$ cat config.mk
export PLATFORM = sky130hd
export DESIGN_NAME = controlUnit
export DESIGN_NICKNAME = d
export VERILOG_FILES = /design/src/logic/isaPkg.sv /design/src/logic/ctrlPkg.sv /design/src/logic/aluDecoder.sv /design/src/logic/mainDecoder.sv /design/src/logic/memMapDecoder.sv /design/src/logic/forwardUnit.sv /design/src/logic/controlUnit.sv
export VERILOG_INCLUDE_DIRS = /design/src /design/src/logic
export SDC_FILE = /design/constraint.sdc
export NUM_CORES = 1
export LEC_CHECK = 0
export ABC_CLOCK_PERIOD_IN_PS = 4200
export BUFFER_PORTS_ARGS = -buffer_cell sky130_fd_sc_hd__buf_2
export CAP_MARGIN = 20
export CORE_MARGIN = 2
export CORE_UTILIZATION = 45
export DETAILED_ROUTE_END_ITERATION = 10
export PLACE_DENSITY = 0.86
export SLEW_MARGIN = 25
export SYNTH_ARGS = -nofsm -noshare
export SYNTH_HDL_FRONTEND = slang
export SYNTH_HIERARCHICAL = 1
export SYNTH_SLANG_ARGS = --single-unit
$ cat constraint.sdc
create_clock -name clk -period 4.2 [get_ports clk]
set_input_delay 0 -clock clk [delete_from_list [all_inputs] [get_ports clk]]
set_output_delay 0 -clock clk [all_outputs]
set_load 0.05 [all_outputs]
$ cat src/logic/ctrl_config.svh
`ifndef CTRL_CONFIG_SVH
`define CTRL_CONFIG_SVH

// datapath widths
`define WORD_W 32
`define REG_W 5

// memory map region field of the data address
`define MMAP_HI 31
`define MMAP_LO 28

`define MMAP_DMEM 4'h1
`define MMAP_IMEM 4'h2
`define MMAP_UART 4'h8

`define UART_STAT_BIT 2 // high selects status over data

`endif

$ cat src/logic/isaPkg.sv
`include "ctrl_config.svh"

package isaPkg;

  typedef logic [`WORD_W-1:0] wordT;
  typedef logic [`WORD_W-1:0] instrT;
  typedef logic [5:0] opcodeT;
  typedef logic [5:0] functT;
  typedef logic [`REG_W-1:0] regIdxT;

  // primary opcodes, instr[31:26]
  localparam opcodeT OP_RTYPE = 6'h00;
  localparam opcodeT OP_J = 6'h02;
  localparam opcodeT OP_JAL = 6'h03;
  localparam opcodeT OP_BEQ = 6'h04;
  localparam opcodeT OP_BNE = 6'h05;
  localparam opcodeT OP_ADDIU = 6'h09;
  localparam opcodeT OP_SLTI = 6'h0a;
  localparam opcodeT OP_ANDI = 6'h0c;
  localparam opcodeT OP_ORI = 6'h0d;
  localparam opcodeT OP_LUI = 6'h0f;
  localparam opcodeT OP_LB = 6'h20;
  localparam opcodeT OP_LH = 6'h21;
  localparam opcodeT OP_LW = 6'h23;
  localparam opcodeT OP_SB = 6'h28;
  localparam opcodeT OP_SH = 6'h29;
  localparam opcodeT OP_SW = 6'h2b;

  // funct codes for OP_RTYPE, instr[5:0]
  localparam functT FN_SLL = 6'h00;
  localparam functT FN_SRL = 6'h02;
  localparam functT FN_JR = 6'h08;
  localparam functT FN_JALR = 6'h09;
  localparam functT FN_ADDU = 6'h21;
  localparam functT FN_SUBU = 6'h23;
  localparam functT FN_AND = 6'h24;
  localparam functT FN_OR = 6'h25;
  localparam functT FN_XOR = 6'h26;
  localparam functT FN_SLT = 6'h2a;

endpackage

$ cat src/logic/ctrlPkg.sv
package ctrlPkg;

  typedef logic [3:0] aluOpT;
  typedef logic [1:0] aluSelT;
  typedef logic [1:0] memSizeT;
  typedef logic [3:0] byteSelT;

  localparam aluOpT ALU_ADD = 4'd0;
  localparam aluOpT ALU_SUB = 4'd1;
  localparam aluOpT ALU_AND = 4'd2;
  localparam aluOpT ALU_OR = 4'd3;
  localparam aluOpT ALU_XOR = 4'd4;
  localparam aluOpT ALU_SLT = 4'd5;
  localparam aluOpT ALU_SLL = 4'd6;
  localparam aluOpT ALU_SRL = 4'd7;
  localparam aluOpT ALU_LUI = 4'd8;
  localparam aluOpT ALU_PASS = 4'd9; // operand A straight through

  localparam aluSelT SEL_PC = 2'd0;
  localparam aluSelT SEL_REG = 2'd1;
  localparam aluSelT SEL_FWD = 2'd2; // result of the previous instruction
  localparam aluSelT SEL_IMM = 2'd3;

  localparam memSizeT SZ_NONE = 2'd0;
  localparam memSizeT SZ_BYTE = 2'd1;
  localparam memSizeT SZ_HALF = 2'd2;
  localparam memSizeT SZ_WORD = 2'd3;

  typedef struct packed {
    logic regWrite;
    logic regDst; // rd rather than rt
    logic memRead;
    logic memWrite;
    logic memToReg;
    logic branchTaken;
    logic jump;
  } ctrlSigsT;

  typedef struct packed {
    aluSelT selA;
    aluSelT selB;
  } aluSelsT;

  typedef struct packed {
    byteSelT byteSel;
    logic weIM;
    logic weDM;
    logic reUart;
    logic weUart;
    logic uartSel;
    logic rdSel; // read data comes from the UART
  } memMapT;

endpackage

$ cat src/logic/aluDecoder.sv
`timescale 1ns/1ps

module aluDecoder (
  input isaPkg::instrT instr,
  output ctrlPkg::aluOpT aluOp
);

  import isaPkg::*;
  import ctrlPkg::*;

  opcodeT opcode;
  functT funct;

  assign opcode = instr[31:26];
  assign funct = instr[5:0];

  always_comb begin
    aluOp = ALU_PASS;
    case (opcode)
      OP_RTYPE: begin
        case (funct)
          FN_ADDU: aluOp = ALU_ADD;
          FN_SUBU: aluOp = ALU_SUB;
          FN_AND: aluOp = ALU_AND;
          FN_OR: aluOp = ALU_OR;
          FN_XOR: aluOp = ALU_XOR;
          FN_SLT: aluOp = ALU_SLT;
          FN_SLL: aluOp = ALU_SLL;
          FN_SRL: aluOp = ALU_SRL;
          FN_JR,
          FN_JALR: aluOp = ALU_PASS; // jump target is rs
          default: aluOp = ALU_PASS;
        endcase
      end
      OP_ADDIU: aluOp = ALU_ADD;
      OP_ANDI: aluOp = ALU_AND;
      OP_ORI: aluOp = ALU_OR;
      OP_SLTI: aluOp = ALU_SLT;
      OP_LUI: aluOp = ALU_LUI;
      OP_LW,
      OP_LH,
      OP_LB,
      OP_SW,
      OP_SH,
      OP_SB: aluOp = ALU_ADD; // base plus offset
      OP_BEQ,
      OP_BNE: aluOp = ALU_SUB; // zero flag compares rs and rt
      OP_J,
      OP_JAL: aluOp = ALU_PASS;
      default: aluOp = ALU_PASS;
    endcase
  end

endmodule

$ cat src/logic/mainDecoder.sv
`timescale 1ns/1ps

module mainDecoder (
  input isaPkg::instrT instr,
  input logic instrValid,
  input logic aluZero,
  output ctrlPkg::ctrlSigsT ctrl,
  output ctrlPkg::memSizeT memSize
);

  import isaPkg::*;
  import ctrlPkg::*;

  opcodeT opcode;
  functT funct;
  logic isRtype;
  logic isJr;
  logic isJalr;
  logic isImm;
  logic isLoad;
  logic isStore;

  assign opcode = instr[31:26];
  assign funct = instr[5:0];

  assign isRtype = (opcode == OP_RTYPE);
  assign isJr = isRtype && (funct == FN_JR);
  assign isJalr = isRtype && (funct == FN_JALR);
  assign isImm = (opcode == OP_ADDIU) || (opcode == OP_ANDI) || (opcode == OP_ORI) ||
                 (opcode == OP_SLTI) || (opcode == OP_LUI);
  assign isLoad = (opcode == OP_LW) || (opcode == OP_LH) || (opcode == OP_LB);
  assign isStore = (opcode == OP_SW) || (opcode == OP_SH) || (opcode == OP_SB);

  always_comb begin
    ctrl.regWrite = instrValid &&
                    ((isRtype && !isJr) || isImm || isLoad || (opcode == OP_JAL));
    ctrl.regDst = isRtype;
    ctrl.memRead = instrValid && isLoad;
    ctrl.memWrite = instrValid && isStore;
    ctrl.memToReg = isLoad;
    ctrl.branchTaken = instrValid &&
                       (((opcode == OP_BEQ) && aluZero) || ((opcode == OP_BNE) && !aluZero));
    ctrl.jump = instrValid &&
                ((opcode == OP_J) || (opcode == OP_JAL) || isJr || isJalr);
  end

  // access width shared by loads and stores
  always_comb begin
    case (opcode)
      OP_LB,
      OP_SB: memSize = SZ_BYTE;
      OP_LH,
      OP_SH: memSize = SZ_HALF;
      OP_LW,
      OP_SW: memSize = SZ_WORD;
      default: memSize = SZ_NONE;
    endcase
  end

endmodule

$ cat src/logic/memMapDecoder.sv
`timescale 1ns/1ps

module memMapDecoder (
  input logic memRead,
  input logic memWrite,
  input ctrlPkg::memSizeT memSize,
  input isaPkg::wordT dataAddr,
  output ctrlPkg::memMapT mmap
);

  `include "ctrl_config.svh"

  import ctrlPkg::*;

  logic [`MMAP_HI:`MMAP_LO] region;
  logic statBit;
  logic inUart;
  byteSelT laneMask;
  logic [1:0] laneShift;

  assign region = dataAddr[`MMAP_HI:`MMAP_LO];
  assign statBit = dataAddr[`UART_STAT_BIT];
  assign inUart = (region == `MMAP_UART);

  always_comb begin
    case (memSize)
      SZ_BYTE: laneMask = 4'b0001;
      SZ_HALF: laneMask = 4'b0011;
      SZ_WORD: laneMask = 4'b1111;
      default: laneMask = 4'b0000;
    endcase
  end

  // halves sit on bit 1 only, words are always aligned
  always_comb begin
    case (memSize)
      SZ_BYTE: laneShift = dataAddr[1:0];
      SZ_HALF: laneShift = {dataAddr[1], 1'b0};
      default: laneShift = 2'd0;
    endcase
  end

  always_comb begin
    mmap.byteSel = memWrite ? byteSelT'(laneMask << laneShift) : 4'b0000;
    mmap.weDM = memWrite && (region == `MMAP_DMEM);
    mmap.weIM = memWrite && (region == `MMAP_IMEM);
    mmap.weUart = memWrite && inUart && !statBit; // status register is read only
    mmap.reUart = memRead && inUart && !statBit;
    mmap.uartSel = statBit;
    mmap.rdSel = memRead && inUart;
  end

endmodule

$ cat src/logic/forwardUnit.sv
`timescale 1ns/1ps

module forwardUnit (
  input logic clk,
  input logic rstN,
  input isaPkg::instrT instr,
  input logic instrValid,
  output ctrlPkg::aluSelsT fwd
);

  `include "ctrl_config.svh"

  import isaPkg::*;
  import ctrlPkg::*;

  opcodeT opcode;
  regIdxT rs;
  regIdxT rt;
  regIdxT curDest;
  logic curWrites;
  logic isImm;
  logic isMem;
  regIdxT prevDest;
  logic prevWrites;

  assign opcode = instr[31:26];
  assign rs = instr[25:21];
  assign rt = instr[20:16];

  assign isImm = (opcode == OP_ADDIU) || (opcode == OP_ANDI) || (opcode == OP_ORI) ||
                 (opcode == OP_SLTI) || (opcode == OP_LUI);
  assign isMem = (opcode == OP_LW) || (opcode == OP_LH) || (opcode == OP_LB) ||
                 (opcode == OP_SW) || (opcode == OP_SH) || (opcode == OP_SB);

  always_comb begin
    curDest = '0;
    if (opcode == OP_RTYPE && instr[5:0] != FN_JR) curDest = instr[15:11];
    else if (isImm || opcode == OP_LW || opcode == OP_LH || opcode == OP_LB) curDest = rt;
    else if (opcode == OP_JAL) curDest = {`REG_W{1'b1}}; // link register
  end

  assign curWrites = (curDest != '0); // $zero is never a source to forward

  always_ff @(posedge clk) begin
    if (!rstN) begin
      prevWrites <= 1'b0;
    end else if (instrValid) begin
      prevWrites <= curWrites;
    end
  end

  always_ff @(posedge clk) begin
    if (instrValid) prevDest <= curDest; // held across stalls
  end

  always_comb begin
    if (opcode == OP_JAL) fwd.selA = SEL_PC;
    else if (prevWrites && rs == prevDest) fwd.selA = SEL_FWD;
    else fwd.selA = SEL_REG;
    if (isImm || isMem) fwd.selB = SEL_IMM;
    else if (prevWrites && rt == prevDest) fwd.selB = SEL_FWD;
    else fwd.selB = SEL_REG;
  end

endmodule

$ cat src/logic/controlUnit.sv
`timescale 1ns/1ps

module controlUnit (
  input logic clk,
  input logic rstN,
  input isaPkg::instrT instr,
  input logic instrValid,
  input logic aluZero,
  input isaPkg::wordT dataAddr,
  output ctrlPkg::ctrlSigsT ctrl,
  output ctrlPkg::aluOpT aluOp,
  output ctrlPkg::aluSelsT fwd,
  output ctrlPkg::memMapT mmap
);

  import ctrlPkg::*;

  memSizeT memSize; // load/store width into the map decoder

  mainDecoder u_mainDecoder (
    .instr(instr),
    .instrValid(instrValid),
    .aluZero(aluZero),
    .ctrl(ctrl),
    .memSize(memSize)
  );

  aluDecoder u_aluDecoder (
    .instr(instr),
    .aluOp(aluOp)
  );

  memMapDecoder u_memMapDecoder (
    .memRead(ctrl.memRead),
    .memWrite(ctrl.memWrite),
    .memSize(memSize),
    .dataAddr(dataAddr),
    .mmap(mmap)
  );

  forwardUnit u_forwardUnit (
    .clk(clk),
    .rstN(rstN),
    .instr(instr),
    .instrValid(instrValid),
    .fwd(fwd)
  );

endmodule

Word-level counts from Yosys, hierarchy flattened. Index checks and enable logic that the tools add are counted.

Shift-type cells: 1. Mux-type cells: 13. Reductions and logical operators: 52. Equality and inequality tests: 33.

Operators with widths (count): == test 6 bit, second input constant (12); == test 6 x 4 -> 1 bit, second input constant (7); one-hot mux 4 bit (8 select lines) (1); one-hot mux 4 bit (7 select lines) (1); logical OR 1 bit (22); logical AND 1 bit (19); == test 6 x 2 -> 1 bit, second input constant (3); 2-to-1 mux 5 bit (3); == test 6 x 3 -> 1 bit, second input constant (2); zero test 6 bit (2); one-hot mux 4 bit (3 select lines) (1); == test 5 bit (2); 2-to-1 mux 2 bit (4); OR reduction 2 bit (4); OR reduction 7 bit (1); != test 6 x 4 -> 1 bit, second input constant (1); one-hot mux 2 bit (3 select lines) (1); nonzero test 5 bit (1); == test 2 bit, second input constant (2); == test 4 x 1 -> 1 bit, second input constant (1); == test 4 x 2 -> 1 bit, second input constant (1); == test 4 bit, second input constant (1); 2-to-1 mux 4 bit (1); one-hot mux 2 bit (2 select lines) (1); other kinds (3) (5).

Output and inout port bits: 25. Flip-flop bits (word level): 6.

Longest topological paths before layout.
Word-level depth: 11. Mapped depth: 9. Depth with buffers taken out: 8.

Cells and area by module. Netlist, hierarchy kept.

By module, submodules not included: forwardUnit (cells an instance 65, sequential area each 170.2 um2, instances 1, area an instance 595.6 um2); aluDecoder (cells an instance 51, sequential area each 0.0 um2, instances 1, area an instance 309.0 um2); mainDecoder (cells an instance 37, sequential area each 0.0 um2, instances 1, area an instance 234.0 um2); memMapDecoder (cells an instance 30, sequential area each 0.0 um2, instances 1, area an instance 214.0 um2).

Worst setup path before layout. OpenSTA, ideal clock, no wires.

Path type: input to output. From: input instr[30]. To: output mmap[2] in the netlist's numbering. Path buffers: 0. Data required time: 4.200 ns. Stages: 5. Data arrival time: 3.123 ns. Setup slack: 1.077 ns. Path through: or3b_2 nor2_1 nand2_1 nor2_1 nor4b_1.

RTL lines: start, declared (line controlUnit.sv:6) `input isaPkg::instrT instr,`; end, declared (line controlUnit.sv:13) `output ctrlPkg::memMapT mmap`.

==> results_dict.tcl <==
set metrics [dict create \
    outcome "finished with violations" \
    violations "design-rule violations" \
    synth_edf_count 5 \
    period_share_pct 61.3 \
    wl_per_cell_um 12.3 \
    setup_tns_ns 0 \
    dp_hpwl_mm 2.62 \
    die_h_um 58.8 \
    cap_violations 0 \
    power_frac_clock_pct 22.7 \
    worstMarginPinSlew_ns 0.486 \
    dp.cells 269 \
    coreArea_mm2 0.00281 \
    fmax_mhz 388 \
    mostFrequentLayoutCell "buf_2" \
    final_util_pct 59.6 \
    rows 19 \
    avgSynthCellArea_um2 7.39 \
    grt_max_degree 25 \
    overflow 0 \
    clk_latency_ns 0.24 \
    num_antenna_cells 0 \
    instances_no_fill 273 \
    synthTopCellsByArea "edfxtp_1, xor2_1, nor2_1" \
    p_per_area_mw_per_mm2 154 \
    mostFrequentLayoutCells "buf_2, nor2_1, inv_1" \
    seqPwrFrac_pct 28.8 \
    drcViolationCount 6 \
    syn-cell-area_mm2 0.00135 \
    setup_viol 0 \
    groute.usage.overall_pct 19.4 \
    power_mw 0.257 \
    ctsHoldBuffers 0 \
    ios 93 \
    num-fill-cells 290 \
    crit_type "input pin to output pin" \
    grt_pass1_wl_mm 5.45 \
    viasPerCell 5.63 \
    syn_nets 255 \
    maxSlewViolCount 0 \
    gp_congestion 0.810 \
    start_kind "input pin" \
    dr.pass1.iters 8 \
    endpoint_kind "output pin" \
    hold_viol 0 \
    start_util_pct 48.2 \
    ys_types 59 \
    synthCells 183 \
    die-area_mm2 0.00346 \
    cts.sink_count 6 \
    hold_path_class "input pin to flop" \
    rsz0062_at_grt "no" \
    ys_ff_latch 6 \
    cts_setup_buffers 0 \
    worst_ep_arrival_time_ns 2.58 \
    grt_antenna_before_repair 0 \
    required_ns 4.20 \
    p_sw_mw 0.103 \
    p_sw_share_pct 40.1 \
    p_leak_nw 0.747 \
    yosysWarnings 6 \
    drive_gt1_share_pct 34.3 \
    cts_tree "built" \
    detail-route-antenna-nets 0 \
    portBuffers 62 \
    fin_crit_ns 2.58 \
    worst-path-max-fanout 21 \
    finalClockSkew_ns 0 \
    htree_levels 1 \
    fin_hold_ws_ns 0.0244 \
    routed_wirelength_mm 3.37 \
    die-width_um 58.8 \
    ys.flop_type "edfxtp_1" \
    vias 1537 \
    synth_top_cell_area_share_pct 11.1 \
    clock_path_buffers 2 \
    numCtsBuffers 3 \
    post_cts_resized 0 \
    grt_pass1_vias 1307 \
    area.growth.synth_to_final_pct 23.7 \
    synthArstFlopShare_pct 0 \
    slew_headroom_pct 67.3 \
    synth_area_leader_cell "edfxtp_1" \
    p_int_mw 0.154 \
    yosysSeqAreaShare_pct 12.6 \
    drt-initial-drc-count 48 \
    cts_root_buffer "clkbuf_4" \
    comb_power_share_pct 48.4 \
    fin_nets 315 \
    peakVddDrop_v 0.0000648 \
    path_clk_slew_ns 0.04 \
]
path summary, 6_finish.rpt:
check                                                      startpoint                                    end  slack, ns  depth (start not counted)
worst max-delay path                                        instr[31]                                mmap[8]       1.62                          9
worst min-delay path                                             rstN  u_forwardUnit/prevWrites$_SDFFE_PN0P_       0.02                          3
worst max register to register  u_forwardUnit/prevWrites$_SDFFE_PN0P_  u_forwardUnit/prevWrites$_SDFFE_PN0P_       3.49                          2
worst min register to register  u_forwardUnit/prevWrites$_SDFFE_PN0P_  u_forwardUnit/prevWrites$_SDFFE_PN0P_       0.60                          2
routing by layer:
metal / wire [µm] / vias up / global-route usage [%]
met3: 186 / 2 / 1.54
met2: 1610 / 39 / 33.2
met1: 1560 / 694 / 26.7
li1: - / 802 / -
met5: 0 / - / 0
met4: 7 / 0 / 3.90
registers in the layout, indices dropped and copies added, names as in the netlist:
signal                    flops
u_forwardUnit/prevWrites      1
u_forwardUnit/prevDest        5
power by group through the flow:
| stage | registers [mW] | logic [mW] | clock network (mW) |
|---|---|---|---|
| after floorplan | 0.0744 | 0.0780 | 0 |
| after detailed placement | 0.0752 | 0.124 | 0 |
| after CTS | 0.0742 | 0.124 | 0.0608 |
| after global routing | 0.0745 | 0.138 | 0.0634 |
| final | 0.0741 | 0.124 | 0.0583 |
| after global placement | 0.0747 | 0.122 | 0 |
synthesized netlist by cell type (3+ instances only):
| cell type | number |
|---|---|
| nor2_1 | 19 |
| inv_1 | 15 |
| nand2_1 | 13 |
| nor3_1 | 11 |
| xor2_1 | 10 |
| a21oi_1 | 8 |
| a31oi_1 | 7 |
| o21ai_0 | 7 |
| nand2b_1 | 6 |
| nor3b_1 | 6 |
| edfxtp_1 | 5 |
| a211oi_1 | 4 |
| ha_1 | 4 |
| o22a_2 | 4 |
| buf_4 | 3 |
| nand3_1 | 3 |
| nor4b_1 | 3 |
| xnor2_1 | 3 |
final cells by class:
| class | count | area, µm² | area share, % |
|---|---|---|---|
| repair buffers | 62 | 310 | 18.5 |
| multi-input cells | 155 | 1070 | 64.0 |
| inverters | 15 | 56.3 | 3.37 |
| well taps | 31 | 38.8 | 2.32 |
| flip-flops and latches | 6 | 170 | 10.2 |
| clock buffers | 4 | 26.3 | 1.57 |
critical path, stage by stage:
cell,delay [ns]
buf_2,0.29
or3b_2,0.53
nor3_1,0.36
inv_1,0.12
ha_1,0.36
o211ai_2,0.11
or3b_1,0.36
a21boi_1,0.15
buf_2,0.28
kinds of logic after synthesis:
kind of cell / count (synthesis) / share of synthesized area, %
xor+xnor: 13 / 8.42
simple gates: 88 / 38.6
compound gates: 49 / 27.8
buf+inv: 22 / 8.23
fa+ha+maj: 5 / 4.44
flops: 6 / 12.6
per-stage QoR:
stage | worst slack (ns) | instance area, µm²
global placement | 1.73 | 1650
global route | 1.47 | 1670
CTS | 1.63 | 1670
floorplan | 1.08 | 1350
finish | 1.62 | 1670
detailed placement | 1.63 | 1650
No activity file was read; power rests on OpenSTA's default activity.
